### src/display_pkg.sv
package display_pkg;

  ////////////////////////////////////////
  // Display geometry
  ////////////////////////////////////////
  localparam int num_channels = 8;
  localparam int num_digits   = 8;
  localparam int word_width   = 32;

  // Derived widths
  localparam int sel_w      = $clog2(num_channels);
  localparam int digit_w    = $clog2(num_digits);
  localparam int byte_lanes = word_width / 8;

  ////////////////////////////////////////
  // Scan and blink timing
  ////////////////////////////////////////
  localparam int scan_div    = 4;
  localparam int blink_steps = 32;
  localparam int div_cnt_w   = $clog2(scan_div);
  localparam int blink_cnt_w = $clog2(blink_steps);

  // CPU register after reset, every digit blinking, no points
  localparam logic [word_width-1:0] reset_word = 32'hAA5555AA;

  // Scan states
  localparam logic st_blank = 1'b0;
  localparam logic st_drive = 1'b1;

  // Active low segments, all dark
  localparam logic [7:0] seg_blank = 8'hFF;

endpackage

### src/channel_mux.sv
`timescale 1ns/1ps

module channel_mux import display_pkg::*; (
  input  logic                             clk,
  input  logic                             rst,
  input  logic [byte_lanes-1:0]            en,
  input  logic [sel_w-1:0]                 sel,
  input  logic [num_channels*num_digits-1:0] point_in,
  input  logic [num_channels*num_digits-1:0] les,
  input  logic [word_width-1:0]            data0,
  input  logic [word_width-1:0]            data1,
  input  logic [word_width-1:0]            data2,
  input  logic [word_width-1:0]            data3,
  input  logic [word_width-1:0]            data4,
  input  logic [word_width-1:0]            data5,
  input  logic [word_width-1:0]            data6,
  input  logic [word_width-1:0]            data7,
  output logic [word_width-1:0]            disp_num,
  output logic [num_digits-1:0]            le_sel,
  output logic [num_digits-1:0]            point_sel
);

  logic [word_width-1:0] cpu_word;
  logic [num_digits-1:0] cpu_blink;
  logic [num_digits-1:0] cpu_point;

  logic [word_width-1:0] chan_word [num_channels];

  ////////////////////////////////////////
  // CPU display register
  ////////////////////////////////////////

  // Byte lanes load independently, masks follow any write
  always_ff @(posedge clk or posedge rst) begin
    if (rst) begin
      cpu_word  <= reset_word;
      cpu_blink <= '1;
      cpu_point <= '0;
    end else begin
      for (int i = 0; i < byte_lanes; i++) begin
        if (en[i]) begin
          cpu_word[i*8 +: 8] <= data0[i*8 +: 8];
        end
      end
      if (|en) begin
        cpu_blink <= les[num_digits-1:0];
        cpu_point <= point_in[num_digits-1:0];
      end
    end
  end

  ////////////////////////////////////////
  // Channel select
  ////////////////////////////////////////

  // Channel 0 is the CPU word, the rest are live inputs
  assign chan_word[0] = cpu_word;
  assign chan_word[1] = data1;
  assign chan_word[2] = data2;
  assign chan_word[3] = data3;
  assign chan_word[4] = data4;
  assign chan_word[5] = data5;
  assign chan_word[6] = data6;
  assign chan_word[7] = data7;

  always_comb begin
    disp_num = chan_word[sel];
    if (sel == '0) begin
      le_sel    = cpu_blink;
      point_sel = cpu_point;
    end else begin
      // Byte k of the mask buses belongs to channel k
      le_sel    = les[sel*num_digits +: num_digits];
      point_sel = point_in[sel*num_digits +: num_digits];
    end
  end

endmodule

### src/scan_timer.sv
`timescale 1ns/1ps

module scan_timer import display_pkg::*; (
  input  logic clk,
  input  logic rst,
  output logic step,
  output logic blink_on
);

  logic [div_cnt_w-1:0]   div_cnt;
  logic [blink_cnt_w-1:0] blink_cnt;

  ////////////////////////////////////////
  // Scan step divider
  ////////////////////////////////////////

  // Pulse on the last count of each period
  assign step = (div_cnt == div_cnt_w'(scan_div - 1));

  always_ff @(posedge clk or posedge rst) begin
    if (rst) begin
      div_cnt <= '0;
    end else if (step) begin
      div_cnt <= '0;
    end else begin
      div_cnt <= div_cnt + 1'b1;
    end
  end

  ////////////////////////////////////////
  // Blink phase
  ////////////////////////////////////////

  // Phase flips once per blink_steps scan steps
  always_ff @(posedge clk or posedge rst) begin
    if (rst) begin
      blink_cnt <= '0;
      blink_on  <= 1'b1;
    end else if (step) begin
      if (blink_cnt == blink_cnt_w'(blink_steps - 1)) begin
        blink_cnt <= '0;
        blink_on  <= ~blink_on;
      end else begin
        blink_cnt <= blink_cnt + 1'b1;
      end
    end
  end

endmodule

### src/scan_fsm.sv
`timescale 1ns/1ps

module scan_fsm import display_pkg::*; (
  input  logic               clk,
  input  logic               rst,
  input  logic               step,
  output logic [digit_w-1:0] digit_idx,
  output logic               drive_en
);

  logic               state;
  logic               state_next;
  logic [digit_w-1:0] digit_next;

  ////////////////////////////////////////
  // Next state
  ////////////////////////////////////////

  // Digits light on alternate steps, blank gap avoids ghosting
  always_comb begin
    state_next = state;
    digit_next = digit_idx;
    if (step) begin
      case (state)
        st_blank: begin
          state_next = st_drive;
        end
        st_drive: begin
          state_next = st_blank;
          if (digit_idx == digit_w'(num_digits - 1)) begin
            digit_next = '0;
          end else begin
            digit_next = digit_idx + 1'b1;
          end
        end
        default: begin
          state_next = st_blank;
        end
      endcase
    end
  end

  ////////////////////////////////////////
  // State registers
  ////////////////////////////////////////

  always_ff @(posedge clk or posedge rst) begin
    if (rst) begin
      state     <= st_blank;
      digit_idx <= '0;
    end else begin
      state     <= state_next;
      digit_idx <= digit_next;
    end
  end

  assign drive_en = (state == st_drive);

endmodule

### src/seg_encoder.sv
`timescale 1ns/1ps

module seg_encoder import display_pkg::*; (
  input  logic                  clk,
  input  logic                  rst,
  input  logic [word_width-1:0] disp_num,
  input  logic [num_digits-1:0] le_sel,
  input  logic [num_digits-1:0] point_sel,
  input  logic [digit_w-1:0]    digit_idx,
  input  logic                  drive_en,
  input  logic                  blink_on,
  output logic [7:0]            seg,
  output logic [num_digits-1:0] an
);

  logic [3:0]            nibble;
  logic                  blink_bit;
  logic                  point_bit;
  logic [6:0]            hex_seg;
  logic                  dark;

  // Hex glyphs, bit order g f e d c b a, active low
  function automatic logic [6:0] hex_to_seg(input logic [3:0] nib);
    case (nib)
      4'h0:    hex_to_seg = 7'h40;
      4'h1:    hex_to_seg = 7'h79;
      4'h2:    hex_to_seg = 7'h24;
      4'h3:    hex_to_seg = 7'h30;
      4'h4:    hex_to_seg = 7'h19;
      4'h5:    hex_to_seg = 7'h12;
      4'h6:    hex_to_seg = 7'h02;
      4'h7:    hex_to_seg = 7'h78;
      4'h8:    hex_to_seg = 7'h00;
      4'h9:    hex_to_seg = 7'h10;
      4'hA:    hex_to_seg = 7'h08;
      4'hB:    hex_to_seg = 7'h03;
      4'hC:    hex_to_seg = 7'h46;
      4'hD:    hex_to_seg = 7'h21;
      4'hE:    hex_to_seg = 7'h06;
      default: hex_to_seg = 7'h0E;
    endcase
  endfunction

  ////////////////////////////////////////
  // Current digit fields
  ////////////////////////////////////////
  assign nibble    = disp_num[digit_idx*4 +: 4];
  assign blink_bit = le_sel[digit_idx];
  assign point_bit = point_sel[digit_idx];
  assign hex_seg   = hex_to_seg(nibble);

  // Blinking digit goes dark in the off phase
  assign dark = blink_bit & ~blink_on;

  ////////////////////////////////////////
  // Output registers
  ////////////////////////////////////////
  always_ff @(posedge clk or posedge rst) begin
    if (rst) begin
      seg <= seg_blank;
      an  <= '1;
    end else begin
      seg <= dark ? seg_blank : {~point_bit, hex_seg};
      an  <= drive_en ? ~(num_digits'(1) << digit_idx) : '1;
    end
  end

endmodule

### src/display_top.sv
`timescale 1ns/1ps

module display_top import display_pkg::*; (
  input  logic                               clk,
  input  logic                               rst,
  input  logic [byte_lanes-1:0]              en,
  input  logic [sel_w-1:0]                   sel,
  input  logic [num_channels*num_digits-1:0] point_in,
  input  logic [num_channels*num_digits-1:0] les,
  input  logic [word_width-1:0]              data0,
  input  logic [word_width-1:0]              data1,
  input  logic [word_width-1:0]              data2,
  input  logic [word_width-1:0]              data3,
  input  logic [word_width-1:0]              data4,
  input  logic [word_width-1:0]              data5,
  input  logic [word_width-1:0]              data6,
  input  logic [word_width-1:0]              data7,
  output logic [word_width-1:0]              disp_num,
  output logic [7:0]                         seg,
  output logic [num_digits-1:0]              an
);

  logic [num_digits-1:0] le_sel;
  logic [num_digits-1:0] point_sel;
  logic                  step;
  logic                  blink_on;
  logic [digit_w-1:0]    digit_idx;
  logic                  drive_en;

  ////////////////////////////////////////
  // Channel selection
  ////////////////////////////////////////
  channel_mux u_channel_mux (
    .clk       (clk),
    .rst       (rst),
    .en        (en),
    .sel       (sel),
    .point_in  (point_in),
    .les       (les),
    .data0     (data0),
    .data1     (data1),
    .data2     (data2),
    .data3     (data3),
    .data4     (data4),
    .data5     (data5),
    .data6     (data6),
    .data7     (data7),
    .disp_num  (disp_num),
    .le_sel    (le_sel),
    .point_sel (point_sel)
  );

  ////////////////////////////////////////
  // Scan timing and sequencing
  ////////////////////////////////////////
  scan_timer u_scan_timer (
    .clk      (clk),
    .rst      (rst),
    .step     (step),
    .blink_on (blink_on)
  );

  scan_fsm u_scan_fsm (
    .clk       (clk),
    .rst       (rst),
    .step      (step),
    .digit_idx (digit_idx),
    .drive_en  (drive_en)
  );

  // Segment and anode drive
  seg_encoder u_seg_encoder (
    .clk       (clk),
    .rst       (rst),
    .disp_num  (disp_num),
    .le_sel    (le_sel),
    .point_sel (point_sel),
    .digit_idx (digit_idx),
    .drive_en  (drive_en),
    .blink_on  (blink_on),
    .seg       (seg),
    .an        (an)
  );

endmodule

### config.mk
export PLATFORM = sky130hd
export DESIGN_NAME = display_top
export DESIGN_NICKNAME = d
export VERILOG_FILES = /design/src/display_pkg.sv /design/src/channel_mux.sv /design/src/scan_timer.sv /design/src/scan_fsm.sv /design/src/seg_encoder.sv /design/src/display_top.sv
export SDC_FILE = /design/constraint.sdc
export NUM_CORES = 1
export LEC_CHECK = 0
export CAP_MARGIN = 15
export CORE_AREA = 2 2 174 176
export CTS_CLUSTER_DIAMETER = 200
export DETAILED_ROUTE_END_ITERATION = 8
export DIE_AREA = 0 0 176 178
export DONT_BUFFER_PORTS = 1
export GPL_TIMING_DRIVEN = 0
export MAX_ROUTING_LAYER = met4
export PLACE_DENSITY_LB_ADDON = 0.25
export SYNTH_ARGS = -nofsm -noshare
export SYNTH_HDL_FRONTEND = slang
export SYNTH_SLANG_ARGS = --single-unit
### constraint.sdc
create_clock -name clk -period 5.22 [get_ports clk]
set_clock_uncertainty 0.15 [all_clocks]
set_input_delay 0.783 -clock clk [delete_from_list [all_inputs] [get_ports clk]]
set_output_delay 0.783 -clock clk [all_outputs]
set_load 0.01 [all_outputs]
# [After elaboration in Yosys (flattened, before gate mapping)]
# Memories as Yosys holds them, arrays and structs flattened.
# Index checks and enable logic that the tools add are counted.
[totals] reg_bits=76 rom_bits=112 input_bits=393 output_inout_bits=48 elab_cells=51 n_memories=1
[mem_list] name="(no name shown)" depth=16 word_bits=7 rd=1 rd_clocked_by_memory_dff=0 write_ports=0 line_no="seg_encoder.sv:24" source="case (nib)"
[op_classes] add_sub_neg=3 n_lt_le_gt_ge=2 eq_ne=3 shifts=4 muxes=15 bitwise_logic=6 n_reduce_logical=4
[ops] operator="$shiftx 64x7->8" count=2
[ops] operator="$bmux 32 s3" count=1
[ops] operator="$mux 32" count=2
[ops] operator="$mux 8" count=4
[ops] operator="$shiftx 32x6->4" count=1
[ops] operator="$not 8->8" count=1
[ops] operator="$shl 1x3->8 const A" count=1
[ops] operator="$bmux 1 s3" count=2
[ops] operator="$add 5x1->5 const B" count=1
[ops] operator="$eq 5x5->1 const B" count=1
[ops] operator="$mux 5" count=1
[ops] operator="$ge 4x4->1 const B" count=1
[ops] operator="$lt 3x4->1 const B" count=1
[ops] operator="$not 3->4" count=1
[ops] operator="$reduce_and 2->1" count=2
[ops] operator="$reduce_or 4->1" count=1
[ops] operator="$add 3x1->3 const B" count=1
[ops] operator="$eq 3x3->1 const B" count=1
[ops] operator="$logic_not 3->1" count=1
[ops] operator="$mux 3" count=1
[ops] operator="$not 1->1" count=3
[ops] operator="$add 2x1->2 const B" count=1
[ops] operator="$eq 2x2->1 const B" count=1
[ops] operator="$mux 1" count=2
[ops] operator="other kinds (3)" count=3

# [Logic depth before layout (Yosys ltp)]
# Gate-level depths: netlist of run 1.
# An unclocked memory read counts as a cell.
[logic_depth] ltp_word=7 mapped_depth=16 mapped_depth_nobuf=11

# [Modules after synthesis]
# From an unflattened synthesis of run 1, not the netlist that was laid out.
[unflattened] cells_unflattened=428 area_unflattened_um2=6789.0
[modules_own_cells] module="channel_mux" n_inst=1 cells_per_inst=274 area_each_um2=4919.7 seq_area_each_um2=1231.2
[modules_own_cells] module="seg_encoder" n_inst=1 cells_per_inst=108 area_each_um2=1292.5 seq_area_each_um2=420.4
[modules_own_cells] module="scan_timer" n_inst=1 cells_per_inst=32 area_each_um2=377.9 seq_area_each_um2=201.4
[modules_own_cells] module="scan_fsm" n_inst=1 cells_per_inst=14 area_each_um2=198.9 seq_area_each_um2=100.1

# [Worst setup path after synthesis of run 1]
# OpenSTA, ideal clock, no wires.
[synth_path] path_type="input to register" start="input sel[0]" end="register u_seg_encoder.seg[3]" setup_ps=87 arrival_time_ps=3513 setup_slack_ps=1470 stages=15 cell_sequence="buf_6 buf_8 buf_6 buf_8 buf_4 buf_4 mux4_2 mux2i_1 a31oi_1 nand3_1 inv_1 ha_1 mux2_2 mux2i_1 nand2_1"
[synth_via] elab_chain_len=7 elab_cells_between_ends=13 classes_between="shift: 2; mux: 7; bitwise: 2; reduce/logical: 1; memory: 1"
[synth_rtl] item="start: declaration" line_no="display_top.sv:7" source="input logic [sel_w-1:0] sel,"
[synth_rtl] item="$not 3->4 (implied by the code)" line_no="channel_mux.sv:67" source="disp_num = chan_word[sel];"
[synth_rtl] item="$bmux 32 s3" line_no="channel_mux.sv:67"
[synth_rtl] item="$mux 32 (implied by the code) (2 in a row)" line_no="channel_mux.sv:67"
[synth_rtl] item="$shiftx 32x6->4" line_no="seg_encoder.sv:47" source="assign nibble = disp_num[digit_idx*4 +: 4];"
[synth_rtl] item="$mem_v2 16x7"
[synth_rtl] item="$mux 8 (*)" line_no="seg_encoder.sv:63" source="seg <= dark ? seg_blank : {~point_bit, hex_seg};"
[synth_rtl] item="end signal: assignment" line_no="seg_encoder.sv:60" source="seg <= seg_blank;"
[synth_rtl] item="end signal: assignment" line_no="seg_encoder.sv:63"
[synth_rtl] item="end: declaration" line_no="seg_encoder.sv:12" source="output logic [7:0] seg,"
# Every way passes the cells marked *; elsewhere a longest branch is shown, timed or not. The select of a mux whose other input is x is not followed.
# A chain may end at the register's enable or synchronous reset.

# [Worst setup path in the final report of run 1]
[layout_path] start="input sel[2]" end="register u_seg_encoder.seg[0]"
# The elaborated chain is that of the path after synthesis.

==> results of run 1 <==
[logic make-up (layout without fill, tap and decap cells)]
| kind of cell | after synthesis | after routing | share of synthesized area, % |
|---|---|---|---|
| AOI/OAI and AO/OA | 39 | 39 | 4.45 |
| adders and majority gates | 15 | 15 | 2.93 |
| other | 0 | 4 | 0 |
| xor gates and xnor gates | 2 | 2 | 0.273 |
| and+or+nand+nor | 67 | 67 | 5.23 |
| muxes | 194 | 194 | 51.0 |
| DFF | 76 | 76 | 30.5 |
| buffers and inverters | 58 | 77 | 5.66 |
[synth_stat cells (5+ instances only)]
cell	n	area (um^2)
nor3_1	5	25.0
nand2_1	23	86.3
nand2b_1	5	31.3
o21ai_0	5	25.0
dfstp_2	41	1080
mux2_2	71	800
mux4_2	99	2230
nand3_1	10	50.1
mux2i_1	24	240
buf_4	8	60.1
o211ai_1	5	37.5
ha_1	15	188
dfrtp_1	35	876
clkbuf_1	13	48.8
inv_1	16	60.1
buf_2	7	35.0
nor2b_1	6	37.5
o22ai_1	8	50.1
buf_6	6	67.6
nor2_1	7	26.3
[sequential cells by signal (all words and copies together), names as in the netlist]
signal,count
u_channel_mux.cpu_word,32
u_channel_mux.cpu_blink,8
u_channel_mux.cpu_point,8
u_seg_encoder.an,8
u_seg_encoder.seg,8
u_scan_timer.blink_cnt,5
u_scan_fsm.digit_idx,3
u_scan_timer.div_cnt,2
u_scan_fsm.drive_en,1
u_scan_timer.blink_on,1
[power by group]
group	total, mW	internal, mW	switching (mW)
combinational	0.466	0.233	0.233
clock	0.720	0.418	0.302
sequential	0.687	0.655	0.0319
[layer usage]
layer | wire length [um] | up-vias
met4 | 510 | 0
met3 | 2490 | 25
met1 | 11000 | 2366
met2 | 15900 | 344
li1 | - | 1861
met5 | 0 | -
[cell type report]
| type | instances | share of cell area, % |
|---|---|---|
| clock buffer | 11 | 3.62 |
| buffer | 41 | 4.10 |
| tap | 390 | 6.69 |
| multi-input combinational | 317 | 56.2 |
| inverter | 17 | 0.909 |
| sequential | 76 | 26.8 |
| timing repair buffer | 3 | 0.686 |
| antenna | 4 | 0.137 |
| clock inverter | 5 | 0.892 |
[cell usage in the layout, fill, tap and decap left out, types with 6 or more instances in the layout]
master     count
dfrtp_1       35
mux2i_1       24
nor2b_1        6
mux2_2        71
buf_6          6
o22ai_1        8
nor2_1         7
nand3_1       10
dfstp_2       41
mux4_2        99
ha_1          15
clkbuf_16     10
clkbuf_1      13
inv_1         15
buf_4          9
buf_2          7
nand2_1       23
[worst reg2reg max path, delay by kind of cell, from the launching register on]
| family | cells | cell delay, ns |
|---|---|---|
| AOI/OAI and AO/OA | 4 | 0.65 |
| and+or+nand+nor | 3 | 0.87 |
| buffers and inverters | 4 | 1.59 |
| DFF | 1 | 0.46 |
| adders and majority gates | 1 | 0.24 |
[per-stage QoR]
stage	instance area (um^2)	power (mW)	hold slack (ns)	util, %
after CTS	7290	1.91	0.0849	24.8
after global routing	7300	1.96	0.0963	24.8
after global placement	6900	1.16	0.265	23.5
final	7300	1.87	0.0917	24.8
after floorplan	6410	1.04	0.253	-
after detailed placement	6960	1.18	0.269	23.7
[final timing paths]
check | end | slack (ns) | cells after the start
max | u_seg_encoder.seg[0] | 0.69 | 13
min | u_channel_mux.cpu_word[23] | 0.09 | 1
max reg2reg | u_seg_encoder.seg[0] | 1.14 | 12
min reg2reg | u_scan_timer.div_cnt[0] | 0.28 | 1
max in group asynchronous | u_channel_mux.cpu_word[7] | 4.18 | 2
min in group clk | u_scan_timer.div_cnt[0] | 0.28 | 1
==> flow_summary_export.csv, run 1 <==
group,metric,value,unit
outcome,run_status,"finished clean",
min_path,hp-class,"in -> async",
floorplanning,die_x,176,um
synthesis,synth_nets,859,
cts,postCtsSetupBuffers,0,
floorplanning,core,29400,um^2
timing,timing.fmax,221,MHz
synthesis,ys.flop_type,"dfstp_2",
final_layout,multi_input_area,4100,um^2
route,drc_errors,0,
power_and_ir_drop,power_leakage,2.65,nW
placement,numPortBuffers,0,
timing,min_period_over_period,86.8,%
synthesis,synth-seq-cells,76,
placement,place.gp.congestion,0.865,
grt,gr-usage-met2,35.5,%
grt,busiest_layer,"met2",
grt,grt_pass1_vias,5420,
timing,finalSetupTns,0,ns
worst_setup_path,path_class,"in -> reg",
cts,htreeDepth,3,
cts,clockBufferDepth,2,
floorplanning,start_util,21.8,%
synthesis,ys_seq_area_share,30.5,%
grt,grtUsageMet3,4.56,%
placement,place_ws,0.210,ns
timing,hold_viol,0,
final_layout,area_growth,13.8,%
cts,cts_resized,0,
worst_setup_path,r2r_start,"u_scan_fsm.digit_idx[1]",
floorplanning,rows,63,
power_and_ir_drop,power_density,257,nW/um^2
final_layout,nNetsFinal,873,
grt,grt_max_degree,59,
synthesis,synth_edf_count,0,
cts,clkTransAtPathRegs,0.07,ns
worst_setup_path,critical_path_arrival,4.65,ns
worst_setup_path,slowest_delay,0.54,ns
cts,cts_buffers,9,
final_layout,fillers,3079,
cts,cts-root-buf,"clkbuf_16",
grt,gr-usage-met1,21.3,%
worst_setup_path,cp_common_cell,"buf_2",
synthesis,yosys_warnings,0,
route,drtPass1Iterations,4,
route,final_antenna_net_count,0,
worst_setup_path,cp_max_fo,10,
worst_setup_path,crit_family,"buffers and inverters",
grt,grt_remaining_overflow,0,
cts,clk_latency,0.36,ns
synthesis,async_reset_ff_share,100,%
power_and_ir_drop,ir_drop,0.169,mV
timing,finalSetupViolations,0,
synthesis,synth.distinct_cells,47,
timing,tightest_slew,1.08,ns
timing,slew-limit-headroom,27.9,%
route,post_drt_via_cell_ratio,5.32,
grt,grt.total_usage,19.5,%
final_layout,drive_gt1_share,55.5,%
final_layout,regArea,1950,um^2
timing,final_max_slew_viol_count,0,
synthesis,syn_area,6410,um^2
cts,cts_tree,"yes",
worst_setup_path,crit_required,5.34,ns
grt,antenna_found_initial,5,
worst_setup_path,critPathCaptureType,"flip-flop",
route,drt-wirelength-per-cell,34.6,um
timing,min_period,4.53,ns
route,num_vias,4596,
worst_setup_path,cp_slowest_cell,"clkbuf_1",
worst_setup_path,cp_num_buf_inv,7,
route,drtIter0Drc,191,
floorplanning,die_height,178,um
placement,dp_hpwl,25.4,mm
synthesis,avgSynthCellArea,14.2,um^2
worst_setup_path,start_kind,"input pin",
floorplanning,io_pins,441,
timing,rsz0062_at_grt,"false",
floorplanning,fp.dieArea,31300,um^2
grt,grt_pass1_wl,40.7,mm
placement,place_inst,844,
cts,clkSinkCount,76,
worst_setup_path,crit_start,"sel[2]",
timing,layout_setup_ws,0.690,ns
final_layout,layout.cells.non_filler,864,
worst_setup_path,path_cells,"buf_2 > buf_4 > buf_2 > clkbuf_1 > buf_2 > mux2i_1 > a221oi_1 > nand3_1 > inv_1 > ha_1 > inv_1 > or3_1 > o2111ai_1",
synthesis,synth_cells,451,
cts,cts_hold_buf,0,
route,drt-total-wl,29.9,mm
flow_run,drv_cap,0,
(Power assumes the default switching activity.)
==> run 2, diff against run 1 <==
clock period = 4.5 ns   (was 5.22 ns; I/O delays follow)
==> run 2 against run 1 <==
Effect of this change: sequential power grew 16%; utilization is essentially flat; sequential cell count is the same; hold slack gained 0.19 ns; count of clock-buffer cells in the layout is the same; wire length grew 0.19%; register-to-register slack lost 0.22 ns; global-route usage is essentially flat; sequential share of layout area is essentially flat; critical path depth shrank 2; combinational power grew 17%; cell area grew 0.17%; critical path type unchanged; highest routed layer unchanged.
==> flow_summary_export.csv, run 2 (synthesis gave the netlist of run 1 again) <==
group,metric,value,unit
cts,cts_tree,"yes",
floorplanning,io_pins,441,
timing,min_period,4.25,ns
grt,gr-usage-met1,21.3,%
cts,clkTransAtPathRegs,0.07,ns
placement,dp_hpwl,25.4,mm
worst_setup_path,path_class,"in -> reg",
cts,postCtsSetupBuffers,0,
floorplanning,rows,63,
final_layout,nNetsFinal,873,
timing,rsz0062_at_grt,"false",
final_layout,drive_gt1_share,56.0,%
worst_setup_path,crit_required,4.59,ns
grt,grt.total_usage,19.5,%
final_layout,regArea,1950,um^2
outcome,run_status,"finished clean",
timing,tightest_slew,1.10,ns
route,drt-total-wl,30.0,mm
grt,gr-usage-met2,35.5,%
worst_setup_path,cp_max_fo,19,
timing,finalSetupViolations,0,
floorplanning,die_height,178,um
worst_setup_path,critical_path_arrival,4.34,ns
floorplanning,start_util,21.8,%
route,drtPass1Iterations,5,
timing,hold_viol,0,
cts,cts_buffers,9,
route,drt-wirelength-per-cell,34.7,um
final_layout,largest_reg_flops,32,
worst_setup_path,critPathCaptureType,"flip-flop",
route,post_drt_via_cell_ratio,5.35,
placement,place.gp.congestion,0.865,
route,final_antenna_net_count,0,
cts,cts-root-buf,"clkbuf_16",
grt,busiest_layer,"met2",
floorplanning,fp.dieArea,31300,um^2
timing,slew-limit-headroom,26.5,%
route,drc_errors,0,
cts,clkSinkCount,76,
cts,htreeDepth,3,
power_and_ir_drop,power_density,298,nW/um^2
grt,grt_pass1_wl,40.8,mm
floorplanning,die_x,176,um
floorplanning,core,29400,um^2
worst_setup_path,start_kind,"input pin",
placement,dpl-instance-area,6960,um^2
final_layout,final_common_cell,"mux4_2",
grt,grt_max_degree,59,
final_layout,fin_area,7310,um^2
final_layout,final_cell_mix,"mux4_2 (99), mux2_2 (71), dfstp_2 (41)",
power_and_ir_drop,power_leakage,2.66,nW
power_and_ir_drop,ir_drop,0.196,mV
placement,numPortBuffers,0,
route,drtIter0Drc,211,
timing,timing.fmax,235,MHz
grt,grtUsageMet3,4.58,%
final_layout,regMostFlops,"u_channel_mux.cpu_word",
grt,grt_remaining_overflow,0,
grt,antenna_found_initial,5,
timing,min_period_over_period,94.4,%
grt,grt_pass1_vias,5418,
route,num_vias,4623,
timing,final_max_slew_viol_count,0,
flow_run,drv_cap,0,
final_layout,area_growth,14.0,%
cts,clockBufferDepth,2,
final_layout,fillers,3080,
final_layout,finish.utilization,24.9,%
cts,clk_latency,0.36,ns
final_layout,multi_input_area,4110,um^2
min_path,hp-class,"reg -> reg",
## run 2: changes by cell type in the layout (fill, tap and decap cells not counted), sizes merged
cell / delta
buf: -1
dlygate4sd3: +1
## run 2: layout make-up
class	instances	share of cell area, %
sequential	76	26.7
inverter	17	0.907
multi-input combinational	317	56.2
buffer	40	4.06
clock inverter	5	0.890
tap	390	6.68
clock buffer	11	3.61
timing repair buffer	4	0.822
antenna	4	0.137
## run 2: per-stage QoR
step                      worst slack [ns]  hold WS [ns]  power [mW]  setup TNS (ns)  std cells
after floorplan                      0.858         0.253        1.20               0        451
after global placement              -0.310         0.265        1.35           -1.06        841
after detailed placement            -0.402         0.269        1.36           -1.55        844
after CTS                            0.219         0.283        2.22               0        860
after global routing                 0.112         0.296        2.28               0        864
final                                0.252         0.280        2.17               0        864
## run 2: timing repair
| item | 4_1_cts | 5_1_grt |
|---|---|---|
| resized for setup | 0 | 3 |
| endpoints found under the setup margin | 1 | 1 |
| hold buffers | 1 | 0 |
| hold endpoints to repair | 8 | 0 |
## run 2: worst max-delay path, cell delays in order
cell and delay, ns:
buf_2 0.30, buf_4 0.31, buf_2 0.57, nor2_1 0.14
a221oi_1 0.94, o22ai_1 0.25, nor4_2 0.46, buf_4 0.27
nor2_1 0.05, o21ai_0 0.17, o2111ai_1 0.17
## run 2: routing by layer
metal  vias up  share of wire, %
li1       1858                 -
met5         -                 0
met3        26               8.1
met4         0               1.6
met2       333                53
met1      2406                37
## run 2: power by group
part / internal [mW] / switching, mW / leakage [nW]
sequential: 0.760 / 0.0377 / 0.840
clock: 0.484 / 0.348 / 0.161
combinational: 0.271 / 0.273 / 1.66
## run 2: final timing paths
kind,startpoint,end,slack [ns],depth (start not counted)
worst min-delay path,u_scan_timer.div_cnt[0],u_scan_timer.div_cnt[0],0.28,1
min in group asynchronous,rst,u_channel_mux.cpu_word[11],0.60,2
worst max-delay path,sel[2],u_seg_encoder.seg[0],0.25,11
worst max register to register,u_scan_fsm.digit_idx[1],u_seg_encoder.seg[3],0.92,11
max in group asynchronous,rst,u_channel_mux.cpu_blink[0],2.95,3
worst min register to register,u_scan_timer.div_cnt[0],u_scan_timer.div_cnt[0],0.28,1
==> run 3, diff against run 2 <==
CELL_PAD_IN_SITES_DETAIL_PLACEMENT = 0   (was not set)
CELL_PAD_IN_SITES_GLOBAL_PLACEMENT = 2   (was not set)
CORE_AREA = 2 2 173 175   (was 2 2 174 176)
DIE_AREA = 0 0 175 177   (was 0 0 176 178)
==> run 3 against run 2 <==
Effect of this change: critical path depth rose by 1; clock power fell by 7.2%; sequential cell count did not move; final cell count did not move; combinational power fell by 2%; cell area fell by 0.70%; non-clock buffer count fell by 2; critical endpoint unchanged.
==> flow_summary_export.csv, run 3 (synthesis gave the netlist of run 1 again) <==
group,metric,value,unit
outcome,run_status,"finished clean",
timing,finalSetupTns,0,ns
timing,layout_setup_ws,0.425,ns
route,drt-total-wl,29.0,mm
route,num_vias,4551,
cts,clockBufferDepth,2,
flow_run,drv_cap,0,
grt,grt_pass1_vias,5330,
grt,grt_pass1_wl,39.9,mm
floorplanning,start_util,21.9,%
floorplanning,io_pins,441,
placement,dpl-instance-area,6940,um^2
power_and_ir_drop,ir_drop,0.120,mV
cts,cts_hold_buf,0,
placement,place_ws,-0.428,ns
worst_setup_path,critical_path_arrival,4.18,ns
worst_setup_path,cp_slowest_cell,"buf_2",
worst_setup_path,crit_required,4.60,ns
timing,min_period_over_period,90.6,%
final_layout,nNetsFinal,871,
floorplanning,rows,63,
worst_setup_path,cp_num_buf_inv,6,
final_layout,regMostFlops,"u_channel_mux.cpu_word",
timing,final_max_slew_viol_count,0,
worst_setup_path,rrSetupSlack,0.56,ns
worst_setup_path,cp_num_cells,12,
grt,grt_remaining_overflow,0,
final_layout,fillers,3061,
route,drtIter0Drc,257,
route,drt-wirelength-per-cell,33.6,um
timing,whs,0.0810,ns
route,final_antenna_net_count,0,
floorplanning,core,29200,um^2
cts,clkSinkCount,76,
worst_setup_path,cp_max_fo,19,
cts,cts_tree,"yes",
floorplanning,fp.dieArea,31000,um^2
timing,rsz0062_at_grt,"false",
cts,cts_resized,0,
final_layout,drive_gt1_share,55.6,%
placement,numPortBuffers,0,
cts,cts-root-buf,"clkbuf_16",
power_and_ir_drop,power_leakage,2.63,nW
floorplanning,die_x,175,um
timing,tightest_slew,1.08,ns
grt,grt_max_degree,47,
worst_setup_path,crit_family,"buffers and inverters",
min_path,hp-class,"in -> async",
grt,antenna_found_initial,7,
cts,postCtsSetupBuffers,0,
placement,place.gp.congestion,0.904,
timing,min_period,4.07,ns
worst_setup_path,path_cells,"buf_2 > buf_4 > buf_2 > buf_2 > mux2i_1 > a221oi_1 > nand3_2 > inv_1 > ha_1 > inv_1 > or3_1 > o2111ai_1",
worst_setup_path,start_kind,"input pin",
worst_setup_path,slowest_delay,0.53,ns
worst_setup_path,cp_common_cell,"buf_2",
worst_setup_path,path_class,"in -> reg",
worst_setup_path,r2r_start,"u_scan_fsm.digit_idx[1]",
timing,hold_viol,0,
final_layout,fin_area,7260,um^2
cts,clk_latency,0.35,ns
cts,clkTransAtPathRegs,0.07,ns
final_layout,final_common_cell,"mux4_2",
route,post_drt_via_cell_ratio,5.27,
route,dr_wl_met3,1.90,mm
route,wl_met1,11.3,mm
worst_setup_path,critPathCaptureType,"flip-flop",
final_layout,final_cell_mix,"mux4_2 (99), mux2_2 (71), dfstp_2 (41)",
timing,finalSetupViolations,0,
placement,dp_hpwl,24.4,mm
route,drtPass1Iterations,6,
final_layout,area_growth,13.2,%
worst_setup_path,r2r-end,"u_seg_encoder.seg[0]",
worst_setup_path,r2r_cells,11,
timing,slew-limit-headroom,28.0,%
route,wl_met2,15.3,mm
power_and_ir_drop,power_density,290,nW/um^2
grt,grt.total_usage,19.1,%
timing,timing.fmax,245,MHz
route,highest_layer,"met4",
final_layout,largest_reg_flops,32,
route,drc_errors,0,
floorplanning,die_height,177,um
cts,htreeDepth,3,
cts,cts_buffers,9,
-- run 3: how the worst max path moves through the flow --
stage	start	to	slack [ns]
2_1_floorplan	sel[0]	u_seg_encoder.seg[3]	0.86
3_3_place_gp	sel[2]	u_seg_encoder.seg[4]	-0.41
4_1_cts	sel[0]	u_seg_encoder.seg[0]	0.27
3_5_place_dp	sel[2]	u_seg_encoder.seg[0]	-0.43
6_report	sel[2]	u_seg_encoder.seg[0]	0.43
5_1_grt	sel[0]	u_seg_encoder.seg[0]	0.18
-- run 3: routing by layer --
metal / up-vias / track usage [%]
li1: 1856 / -
met3: 27 / 3.95
met1: 2367 / 21.9
met4: 0 / 4.93
met5: - / -
met2: 301 / 34.0
-- run 3: final cells by class --
class,count,area (um^2),area share (%)
Multi-Input combinational cell,317,4110,56.6
Sequential cell,76,1950,26.9
Tap cell,390,488,6.72
Buffer,40,302,4.15
Clock buffer,10,229,3.15
Inverter,17,66.3,0.914
Clock inverter,6,63.8,0.879
Timing Repair Buffer,2,35.0,0.483
Antenna cell,6,15.0,0.207
-- run 3: stage by stage --
stage,instances,total power [mW],util (%)
5_1_grt,864,2.22,24.8
4_1_cts,858,2.17,24.7
2_1_floorplan,451,1.20,-
6_report,864,2.10,24.8
3_3_place_gp,841,1.35,23.6
3_5_place_dp,843,1.36,23.7
-- run 3: power by group --
part	internal, mW	leakage, nW	switching [mW]
sequential	0.760	0.840	0.0359
combinational	0.269	1.65	0.266
clock	0.432	0.139	0.341
